$ cat src/include/array_params.svh
`ifndef ARRAY_PARAMS_SVH
`define ARRAY_PARAMS_SVH

// grid size
`define ARRAY_ROWS 4
`define ARRAY_COLS 4

// operand widths, signed
`define FEAT_WIDTH 8
`define WGHT_WIDTH 8

// full product plus two guard bits for a four row column sum
`define PSUM_WIDTH (`FEAT_WIDTH + `WGHT_WIDTH + 2)

// one 8-bit field per column or per row
`define CMD_WIDTH (`ARRAY_COLS * `WGHT_WIDTH)

`endif

$ cat src/source/array_pkg.sv
`include "array_params.svh"

package array_pkg;

        // command opcodes
        typedef enum logic {
                OP_LOAD_ROW = 1'b0,
                OP_COMPUTE  = 1'b1
        } op_e;

        // command handshake states
        typedef enum logic {
                CMD_IDLE = 1'b0,
                CMD_ACK  = 1'b1
        } ctrl_state_e;

        // element data types
        typedef logic signed [`FEAT_WIDTH-1:0] feat_t;
        typedef logic signed [`WGHT_WIDTH-1:0] wght_t;
        typedef logic signed [`PSUM_WIDTH-1:0] psum_t;

endpackage

$ cat src/source/array_dp_if.sv
`include "array_params.svh"

interface array_dp_if;

        // whole pipeline advances when high
        logic                               step;
        // shift a new weight row in at the top
        logic                               load_row;
        // command data held since the last accept
        logic [`CMD_WIDTH-1:0]              cmd_data;
        // latch bottom sums into the result register
        logic                               capture;
        // result register, column 0 in the low bits
        logic [`ARRAY_COLS*`PSUM_WIDTH-1:0] result;

        modport ctrl (
                output step,
                output load_row,
                output cmd_data,
                output capture,
                input  result
        );

        modport dp (
                input  step,
                input  load_row,
                input  cmd_data,
                input  capture,
                output result
        );

endinterface

$ cat src/source/processing_element.sv
module processing_element
        import array_pkg::*;
(
        input  logic  clk_i,
        input  logic  rst_n_i,
        input  logic  step_i,
        input  logic  load_row_i,
        input  wght_t wght_i,
        input  feat_t feat_i,
        input  psum_t psum_i,
        output wght_t wght_o,
        output psum_t psum_o
);

        wght_t wght_q;
        psum_t psum_q;
        logic signed [$bits(feat_t)+$bits(wght_t)-1:0] prod;

        // stationary weight, passed down on each row load
        always_ff @(posedge clk_i or negedge rst_n_i) begin
                if (!rst_n_i) begin
                        wght_q <= '0;
                end else if (load_row_i) begin
                        wght_q <= wght_i;
                end
        end

        // full width signed product
        assign prod = feat_i * wght_q;

        // column accumulation, one register per cell
        always_ff @(posedge clk_i or negedge rst_n_i) begin
                if (!rst_n_i) begin
                        psum_q <= '0;
                end else if (step_i) begin
                        psum_q <= psum_i + psum_t'(prod);
                end
        end

        assign wght_o = wght_q;
        assign psum_o = psum_q;

endmodule

$ cat src/source/pe_grid.sv
`include "array_params.svh"

module pe_grid
        import array_pkg::*;
(
        input  logic  clk_i,
        input  logic  rst_n_i,
        array_dp_if.dp dp
);

        feat_t row_feat [`ARRAY_ROWS];
        wght_t wght_w   [`ARRAY_ROWS][`ARRAY_COLS];
        psum_t psum_w   [`ARRAY_ROWS][`ARRAY_COLS];
        logic [`ARRAY_COLS*`PSUM_WIDTH-1:0] bottom;
        logic [`ARRAY_COLS*`PSUM_WIDTH-1:0] result_q;

        //////////////////////////////////////////////////////////////////////
        // feature skew, row r sees its field r steps late
        //////////////////////////////////////////////////////////////////////

        for (genvar r = 0; r < `ARRAY_ROWS; r++) begin : g_skew
                if (r == 0) begin : g_direct
                        assign row_feat[r] = feat_t'(dp.cmd_data[0 +: `FEAT_WIDTH]);
                end else begin : g_delay
                        feat_t dly_q [r];

                        always_ff @(posedge clk_i or negedge rst_n_i) begin
                                if (!rst_n_i) begin
                                        for (int k = 0; k < r; k++) begin
                                                dly_q[k] <= '0;
                                        end
                                end else if (dp.step) begin
                                        dly_q[0] <= feat_t'(dp.cmd_data[r*`FEAT_WIDTH +: `FEAT_WIDTH]);
                                        for (int k = 1; k < r; k++) begin
                                                dly_q[k] <= dly_q[k-1];
                                        end
                                end
                        end

                        assign row_feat[r] = dly_q[r-1];
                end
        end

        //////////////////////////////////////////////////////////////////////
        // element grid
        //////////////////////////////////////////////////////////////////////

        for (genvar r = 0; r < `ARRAY_ROWS; r++) begin : g_row
                for (genvar c = 0; c < `ARRAY_COLS; c++) begin : g_col
                        wght_t wght_in;
                        psum_t psum_in;

                        // top row takes the new weight row and a zero sum
                        if (r == 0) begin : g_top
                                assign wght_in = wght_t'(dp.cmd_data[c*`WGHT_WIDTH +: `WGHT_WIDTH]);
                                assign psum_in = '0;
                        end else begin : g_inner
                                assign wght_in = wght_w[r-1][c];
                                assign psum_in = psum_w[r-1][c];
                        end

                        processing_element u_pe (
                                .clk_i      (clk_i),
                                .rst_n_i    (rst_n_i),
                                .step_i     (dp.step),
                                .load_row_i (dp.load_row),
                                .wght_i     (wght_in),
                                .feat_i     (row_feat[r]),
                                .psum_i     (psum_in),
                                .wght_o     (wght_w[r][c]),
                                .psum_o     (psum_w[r][c])
                        );
                end
        end

        // pack the bottom row, column 0 lowest
        for (genvar c = 0; c < `ARRAY_COLS; c++) begin : g_bottom
                assign bottom[c*`PSUM_WIDTH +: `PSUM_WIDTH] = psum_w[`ARRAY_ROWS-1][c];
        end

        always_ff @(posedge clk_i or negedge rst_n_i) begin
                if (!rst_n_i) begin
                        result_q <= '0;
                end else if (dp.capture) begin
                        result_q <= bottom;
                end
        end

        assign dp.result = result_q;

        // bottom sums move on the same edge, so a capture must also step
        a_capture_step: assert property (@(posedge clk_i) disable iff (!rst_n_i)
                dp.capture |-> dp.step)
                else $error("capture while the array is stalled");

endmodule

$ cat src/source/array_ctrl.sv
`include "array_params.svh"

module array_ctrl
        import array_pkg::*;
(
        input  logic                               clk_i,
        input  logic                               rst_n_i,
        input  logic                               cmd_req_i,
        input  op_e                                cmd_op_i,
        input  logic [`CMD_WIDTH-1:0]              cmd_data_i,
        output logic                               cmd_ack_o,
        output logic                               res_req_o,
        input  logic                               res_ack_i,
        output logic [`ARRAY_COLS*`PSUM_WIDTH-1:0] res_data_o,
        array_dp_if.ctrl                           dp
);

        ctrl_state_e             state_q;
        ctrl_state_e             state_d;
        logic                    accept_load;
        logic                    accept_comp;
        logic                    step;
        logic                    capture;
        logic                    load_row_q;
        logic                    res_full_q;
        logic [`CMD_WIDTH-1:0]   cmd_data_q;
        // one valid bit per pipeline stage, top bit means bottom sums ready
        logic [`ARRAY_ROWS:0]    tok_q;

        //////////////////////////////////////////////////////////////////////
        // stall and accept decisions
        //////////////////////////////////////////////////////////////////////

        // hold while a finished token cannot get into the result register
        assign step    = ~(tok_q[`ARRAY_ROWS] & (res_full_q | res_ack_i));
        assign capture = tok_q[`ARRAY_ROWS] & ~res_full_q & ~res_ack_i;

        // weights only change with an empty pipe
        assign accept_load = (state_q == CMD_IDLE) && cmd_req_i &&
                             (cmd_op_i == OP_LOAD_ROW) && (tok_q == '0);
        // new token enters stage 0 on a stepped edge only
        assign accept_comp = (state_q == CMD_IDLE) && cmd_req_i &&
                             (cmd_op_i == OP_COMPUTE) && step;

        //////////////////////////////////////////////////////////////////////
        // command handshake
        //////////////////////////////////////////////////////////////////////

        always_comb begin
                state_d = state_q;
                unique case (state_q)
                        CMD_IDLE: begin
                                if (accept_load || accept_comp) begin
                                        state_d = CMD_ACK;
                                end
                        end
                        CMD_ACK: begin
                                // wait for the host to drop req
                                if (!cmd_req_i) begin
                                        state_d = CMD_IDLE;
                                end
                        end
                endcase
        end

        always_ff @(posedge clk_i or negedge rst_n_i) begin
                if (!rst_n_i) begin
                        state_q    <= CMD_IDLE;
                        load_row_q <= 1'b0;
                        cmd_data_q <= '0;
                end else begin
                        state_q    <= state_d;
                        load_row_q <= accept_load;
                        if (accept_load || accept_comp) begin
                                cmd_data_q <= cmd_data_i;
                        end
                end
        end

        // token shift, frozen together with the grid
        always_ff @(posedge clk_i or negedge rst_n_i) begin
                if (!rst_n_i) begin
                        tok_q <= '0;
                end else if (step) begin
                        tok_q <= {tok_q[`ARRAY_ROWS-1:0], accept_comp};
                end
        end

        //////////////////////////////////////////////////////////////////////
        // result handshake
        //////////////////////////////////////////////////////////////////////

        always_ff @(posedge clk_i or negedge rst_n_i) begin
                if (!rst_n_i) begin
                        res_full_q <= 1'b0;
                end else if (capture) begin
                        res_full_q <= 1'b1;
                end else if (res_full_q && res_ack_i) begin
                        res_full_q <= 1'b0;
                end
        end

        assign cmd_ack_o   = (state_q == CMD_ACK);
        assign res_req_o   = res_full_q;
        assign res_data_o  = dp.result;

        assign dp.step     = step;
        assign dp.load_row = load_row_q;
        assign dp.cmd_data = cmd_data_q;
        assign dp.capture  = capture;

        // ack only ever answers a pending request
        a_ack_after_req: assert property (@(posedge clk_i) disable iff (!rst_n_i)
                $rose(cmd_ack_o) |-> $past(cmd_req_i))
                else $error("cmd_ack_o rose without cmd_req_i");

        a_load_idle: assert property (@(posedge clk_i) disable iff (!rst_n_i)
                dp.load_row |-> (tok_q == '0))
                else $error("weight row load with tokens in flight");

        // grid result register must hold while the host samples it
        a_res_stable: assert property (@(posedge clk_i) disable iff (!rst_n_i)
                res_req_o && $past(res_req_o) |-> res_data_o == $past(res_data_o))
                else $error("res_data_o changed during res_req_o");

endmodule

$ cat src/source/systolic_array_top.sv
`include "array_params.svh"

module systolic_array_top
        import array_pkg::*;
(
        input  logic                               clk_i,
        input  logic                               rst_n_i,

        // command channel, four phase req/ack
        input  logic                               cmd_req_i,
        input  op_e                                cmd_op_i,
        input  logic [`CMD_WIDTH-1:0]              cmd_data_i,
        output logic                               cmd_ack_o,

        // result channel, four phase req/ack
        output logic                               res_req_o,
        input  logic                               res_ack_i,
        output logic [`ARRAY_COLS*`PSUM_WIDTH-1:0] res_data_o
);

        //////////////////////////////////////////////////////////////////////
        // controller to datapath link
        //////////////////////////////////////////////////////////////////////

        array_dp_if dp_if ();

        //////////////////////////////////////////////////////////////////////
        // handshake and pipeline control
        //////////////////////////////////////////////////////////////////////

        array_ctrl u_ctrl (
                .clk_i      (clk_i),
                .rst_n_i    (rst_n_i),
                .cmd_req_i  (cmd_req_i),
                .cmd_op_i   (cmd_op_i),
                .cmd_data_i (cmd_data_i),
                .cmd_ack_o  (cmd_ack_o),
                .res_req_o  (res_req_o),
                .res_ack_i  (res_ack_i),
                .res_data_o (res_data_o),
                .dp         (dp_if)
        );

        //////////////////////////////////////////////////////////////////////
        // 4x4 weight stationary grid
        //////////////////////////////////////////////////////////////////////

        pe_grid u_grid (
                .clk_i   (clk_i),
                .rst_n_i (rst_n_i),
                .dp      (dp_if)
        );

endmodule

$ cat config.mk
export PLATFORM = sky130hd
export DESIGN_NAME = systolic_array_top
export DESIGN_NICKNAME = d
export VERILOG_FILES = /design/src/source/array_pkg.sv /design/src/source/array_dp_if.sv /design/src/source/processing_element.sv /design/src/source/pe_grid.sv /design/src/source/array_ctrl.sv /design/src/source/systolic_array_top.sv
export VERILOG_INCLUDE_DIRS = /design/src /design/src/include
export SDC_FILE = /design/constraint.sdc
export NUM_CORES = 2
export LEC_CHECK = 0
export BUFFER_PORTS_ARGS = -buffer_cell sky130_fd_sc_hd__buf_4
export CELL_PAD_IN_SITES_DETAIL_PLACEMENT = 2
export CELL_PAD_IN_SITES_GLOBAL_PLACEMENT = 2
export CORE_MARGIN = 2
export CORE_UTILIZATION = 45
export CTS_BUF_LIST = sky130_fd_sc_hd__clkbuf_16
export DETAILED_ROUTE_END_ITERATION = 6
export PLACE_DENSITY_LB_ADDON = 0.1
export SYNTH_ARGS = -nofsm -noshare
export SYNTH_HDL_FRONTEND = slang
export SYNTH_SLANG_ARGS = --single-unit
$ cat constraint.sdc
create_clock -name clk_i -period 11.9 [get_ports clk_i]
set_input_delay 0.595 -clock clk_i [delete_from_list [all_inputs] [get_ports clk_i]]
set_output_delay 0.595 -clock clk_i [all_outputs]
set_load 0.01 [all_outputs]
==> qor.csv <==
metric;value;unit
h-tree-depth;3;
ys.warnings.count;0;
cts.clk_slew.worst_paths;0.06;ns
core;150000;um^2
fmax;160.7;MHz
portBuffers;110;
synth_commonest_cells;inv_1, fa_1, nand2_1;
final_layout_size_suffix_gt1_frac;0.07408;
wire_per_inst;21.58;um
critPathLaunchType;flip-flop;
finalCriticalPeriod;6.222;ns
worst_pin_slew;0.9411;ns
final_antenna_net_count;0;
max_cap_viol_count;0;
endpoint_kind;flip-flop;
synth_nets;8631;
rsz0062_at_grt;false;
finalCritPeriodShare;0.5228;
dr.pass1.iters;5;
hold_class;input port to flip-flop;
grt_usage;0.2601;
ioPinCount;111;
cts_resized;0;
holdBufCountCts;1;
synth.area.top_cells;fa_1, dfrtp_1, ha_1;
async_reset_ff_frac;1.000;
synth_top_cell_by_area;fa_1;
crit_path_frequent_cell;fa_1;
place_hpwl;150.4;mm
clk_path_buf_depth;3;
drc;0;
cp.required;12.44;ns
instances_no_fill;8875;
grt_pass1_wl;312.6;mm
grt_pass1_vias;55655;
hold_viol_final;0;
slew_headroom;0.3726;
synth.avg_cell_area;9.980;um^2
synth_edf_count;0;
setup_ws;5.678;ns
cts_sinks;564;
syn-instance-count;6822;
row_count;142;
cts_tree;built;
critPathSlowestCell;and2_1;
crit_type;flip-flop to flip-flop;
vias;46449;
setup_viol;0;
die_area;154400;um^2
seq_area_frac_synth;0.2073;
critical_path_arrival;6.76;ns
grt_max_degree;154;
fp.dieH;393.0;um
fillers;15701;
area_delta_synth_final;7.842;%
crit_fanout;32;
grt_antenna_before_repair;3;
gp_congestion;0.8134;
status;completed;
drtIter0Drc;1619;
final_nets;8606;
dp_cells;8734;
drv_slew;0;
synthDistinctLibCells;60;
ys_ff_latch;564;
crit_chain;buf_4 -> and2_1 -> inv_1 -> fa_1 -> inv_1 -> fa_1 -> fa_1 -> fa_1 -> fa_1 -> ha_1 -> or4_1 -> a311oi_1 -> o21bai_1 -> a21oi_1 -> xor2_1 -> o21ai_1;
yosys.area.top_type_share;0.3423;
cts-buffers-inserted;76;
synth.cell_area;68080;um^2
fin_setup_tns;0;ns
synthFlopType;dfrtp_1;
die_x;393.0;um
pre_cts_ws;5.665;ns
max_stage_delay;0.68;ns
start_util;0.4540;
clkLatencyLatePin;0.69;ns
fin_worst_skew;0.04024;ns
grt-ovfl-total;0;
routed_via_density;5.234;
synth_most_common_cell;inv_1;
postCtsSetupRepairBufs;0;
clock-root-buffer;clkbuf_16;
finalWirelength;191.5;mm
## logic make-up (layout without fill, tap and decap cells)
group           count (synthesis)  count (layout)  synth area share
compound gates                645             645           0.05745
xor+xnor                      245             245           0.03152
fa+ha+maj                    1772            1772            0.4540
buf+inv                      1556            1591           0.08627
flops                         564             564            0.2073
mux                           219             219           0.03622
other cells                     0               2                 0
simple gates                 1821            1821            0.1272
## through the flow
step           hold WS, ns    util  cell area, um^2
2_1_floorplan       0.2994       -            68080
3_3_place_gp        0.4489  0.4724            70840
3_5_place_dp        0.4577  0.4724            70840
4_1_cts            0.07992  0.4896            73420
5_1_grt            0.09985  0.4896            73420
6_report            0.1184  0.4896            73420
## state kept, by name, summed over array words and instances, names as in the netlist
| register | flops |
|---|---|
| u_ctrl.dp.load_row | 1 |
| u_ctrl.tok_q | 5 |
| u_ctrl.dp.cmd_data | 32 |
| u_ctrl.res_req_o | 1 |
| u_grid.g_row.g_col.u_pe.wght_o | 128 |
| u_grid.dp.result | 72 |
| u_ctrl.cmd_ack_o | 1 |
| u_grid.g_skew.g_delay.dly_q | 48 |
| u_grid.g_row.g_col.u_pe.psum_o | 276 |
## worst max-delay path: cells and delay by family (launching register included)
kind | cells | cell delay [ns]
fa+ha+maj | 6 | 2.73
simple gates | 2 | 1.19
compound gates | 4 | 1.07
buf+inv | 3 | 0.55
flops | 1 | 0.36
xor+xnor | 1 | 0.17
## layout by cell type, fill, tap and decap left out, types with 6 or more instances in the layout
cell type and instances:
a21oi_1 167, and3_1 11, and2_1 548, a31oi_1 17
o31ai_1 27, fa_1 1164, xor2_1 79, a211oi_1 37
dfrtp_1 555, clkbuf_16 78, a21o_1 61, xnor2_1 166
clkinv_2 12, o21bai_1 37, o21ai_1 20, clkinv_1 22
ha_1 608, inv_6 6, o21ai_0 200, dfrtp_2 8
o21a_1 27, nor2_1 245, nand2_1 833, clkinvlp_4 6
nand3_1 18, buf_4 149, nor3_1 50, or2_2 6
nor2b_1 23, bufinv_16 10, mux2_2 214, or3_1 16
inv_1 1296, nand2b_1 44, o211ai_1 7
## per-layer routing
| layer | GRT usage | part of all wire |
|---|---|---|
| met5 | 0 | 0.000052 |
| met4 | 0.06862 | 0.025 |
| met3 | 0.02645 | 0.026 |
| met2 | 0.4599 | 0.50 |
| met1 | 0.3402 | 0.44 |
## worst paths after layout
kind / start / to / slack [ns] / cells after the start
max in group asynchronous: rst_n_i / u_ctrl.dp.cmd_data[2]$_DFFE_PN0P_ / 9.27 / 4
min in group asynchronous: rst_n_i / u_grid.dp.result[2]$_DFFE_PN0P_ / 0.50 / 2
hold reg to reg: u_grid.g_row[3].g_col[3].u_pe.psum_o[1]$_DFFE_PN0N_ / u_grid.g_row[3].g_col[3].u_pe.psum_o[1]$_DFFE_PN0N_ / 0.47 / 2
setup / recovery: u_grid.g_skew[3].g_delay.dly_q[7]$_DFFE_PN0N_ / u_grid.g_row[3].g_col[2].u_pe.psum_o[15]$_DFFE_PN0N_ / 5.68 / 16
hold / removal: res_ack_i / u_ctrl.res_req_o$_DFFE_PN0P_ / 0.12 / 2
setup reg to reg: u_grid.g_skew[3].g_delay.dly_q[7]$_DFFE_PN0N_ / u_grid.g_row[3].g_col[2].u_pe.psum_o[15]$_DFFE_PN0N_ / 5.68 / 16
## layout make-up
type / instances / area [um^2] / share of cell area
clock buffers: 78 / 1952 / 0.02658
clock inverters: 60 / 615.6 / 0.008384
diodes: 2 / 5.005 / 0.00006817
well taps: 2016 / 2522 / 0.03436
inverters: 1299 / 4876 / 0.06641
multi-input cells: 4702 / 48120 / 0.6554
repair buffers: 154 / 1204 / 0.01639
flip-flops and latches: 564 / 14130 / 0.1924
Power is left out: the tool's default activity adds up to more than one toggle a clock period on the data nets, which glitch-free logic cannot reach.
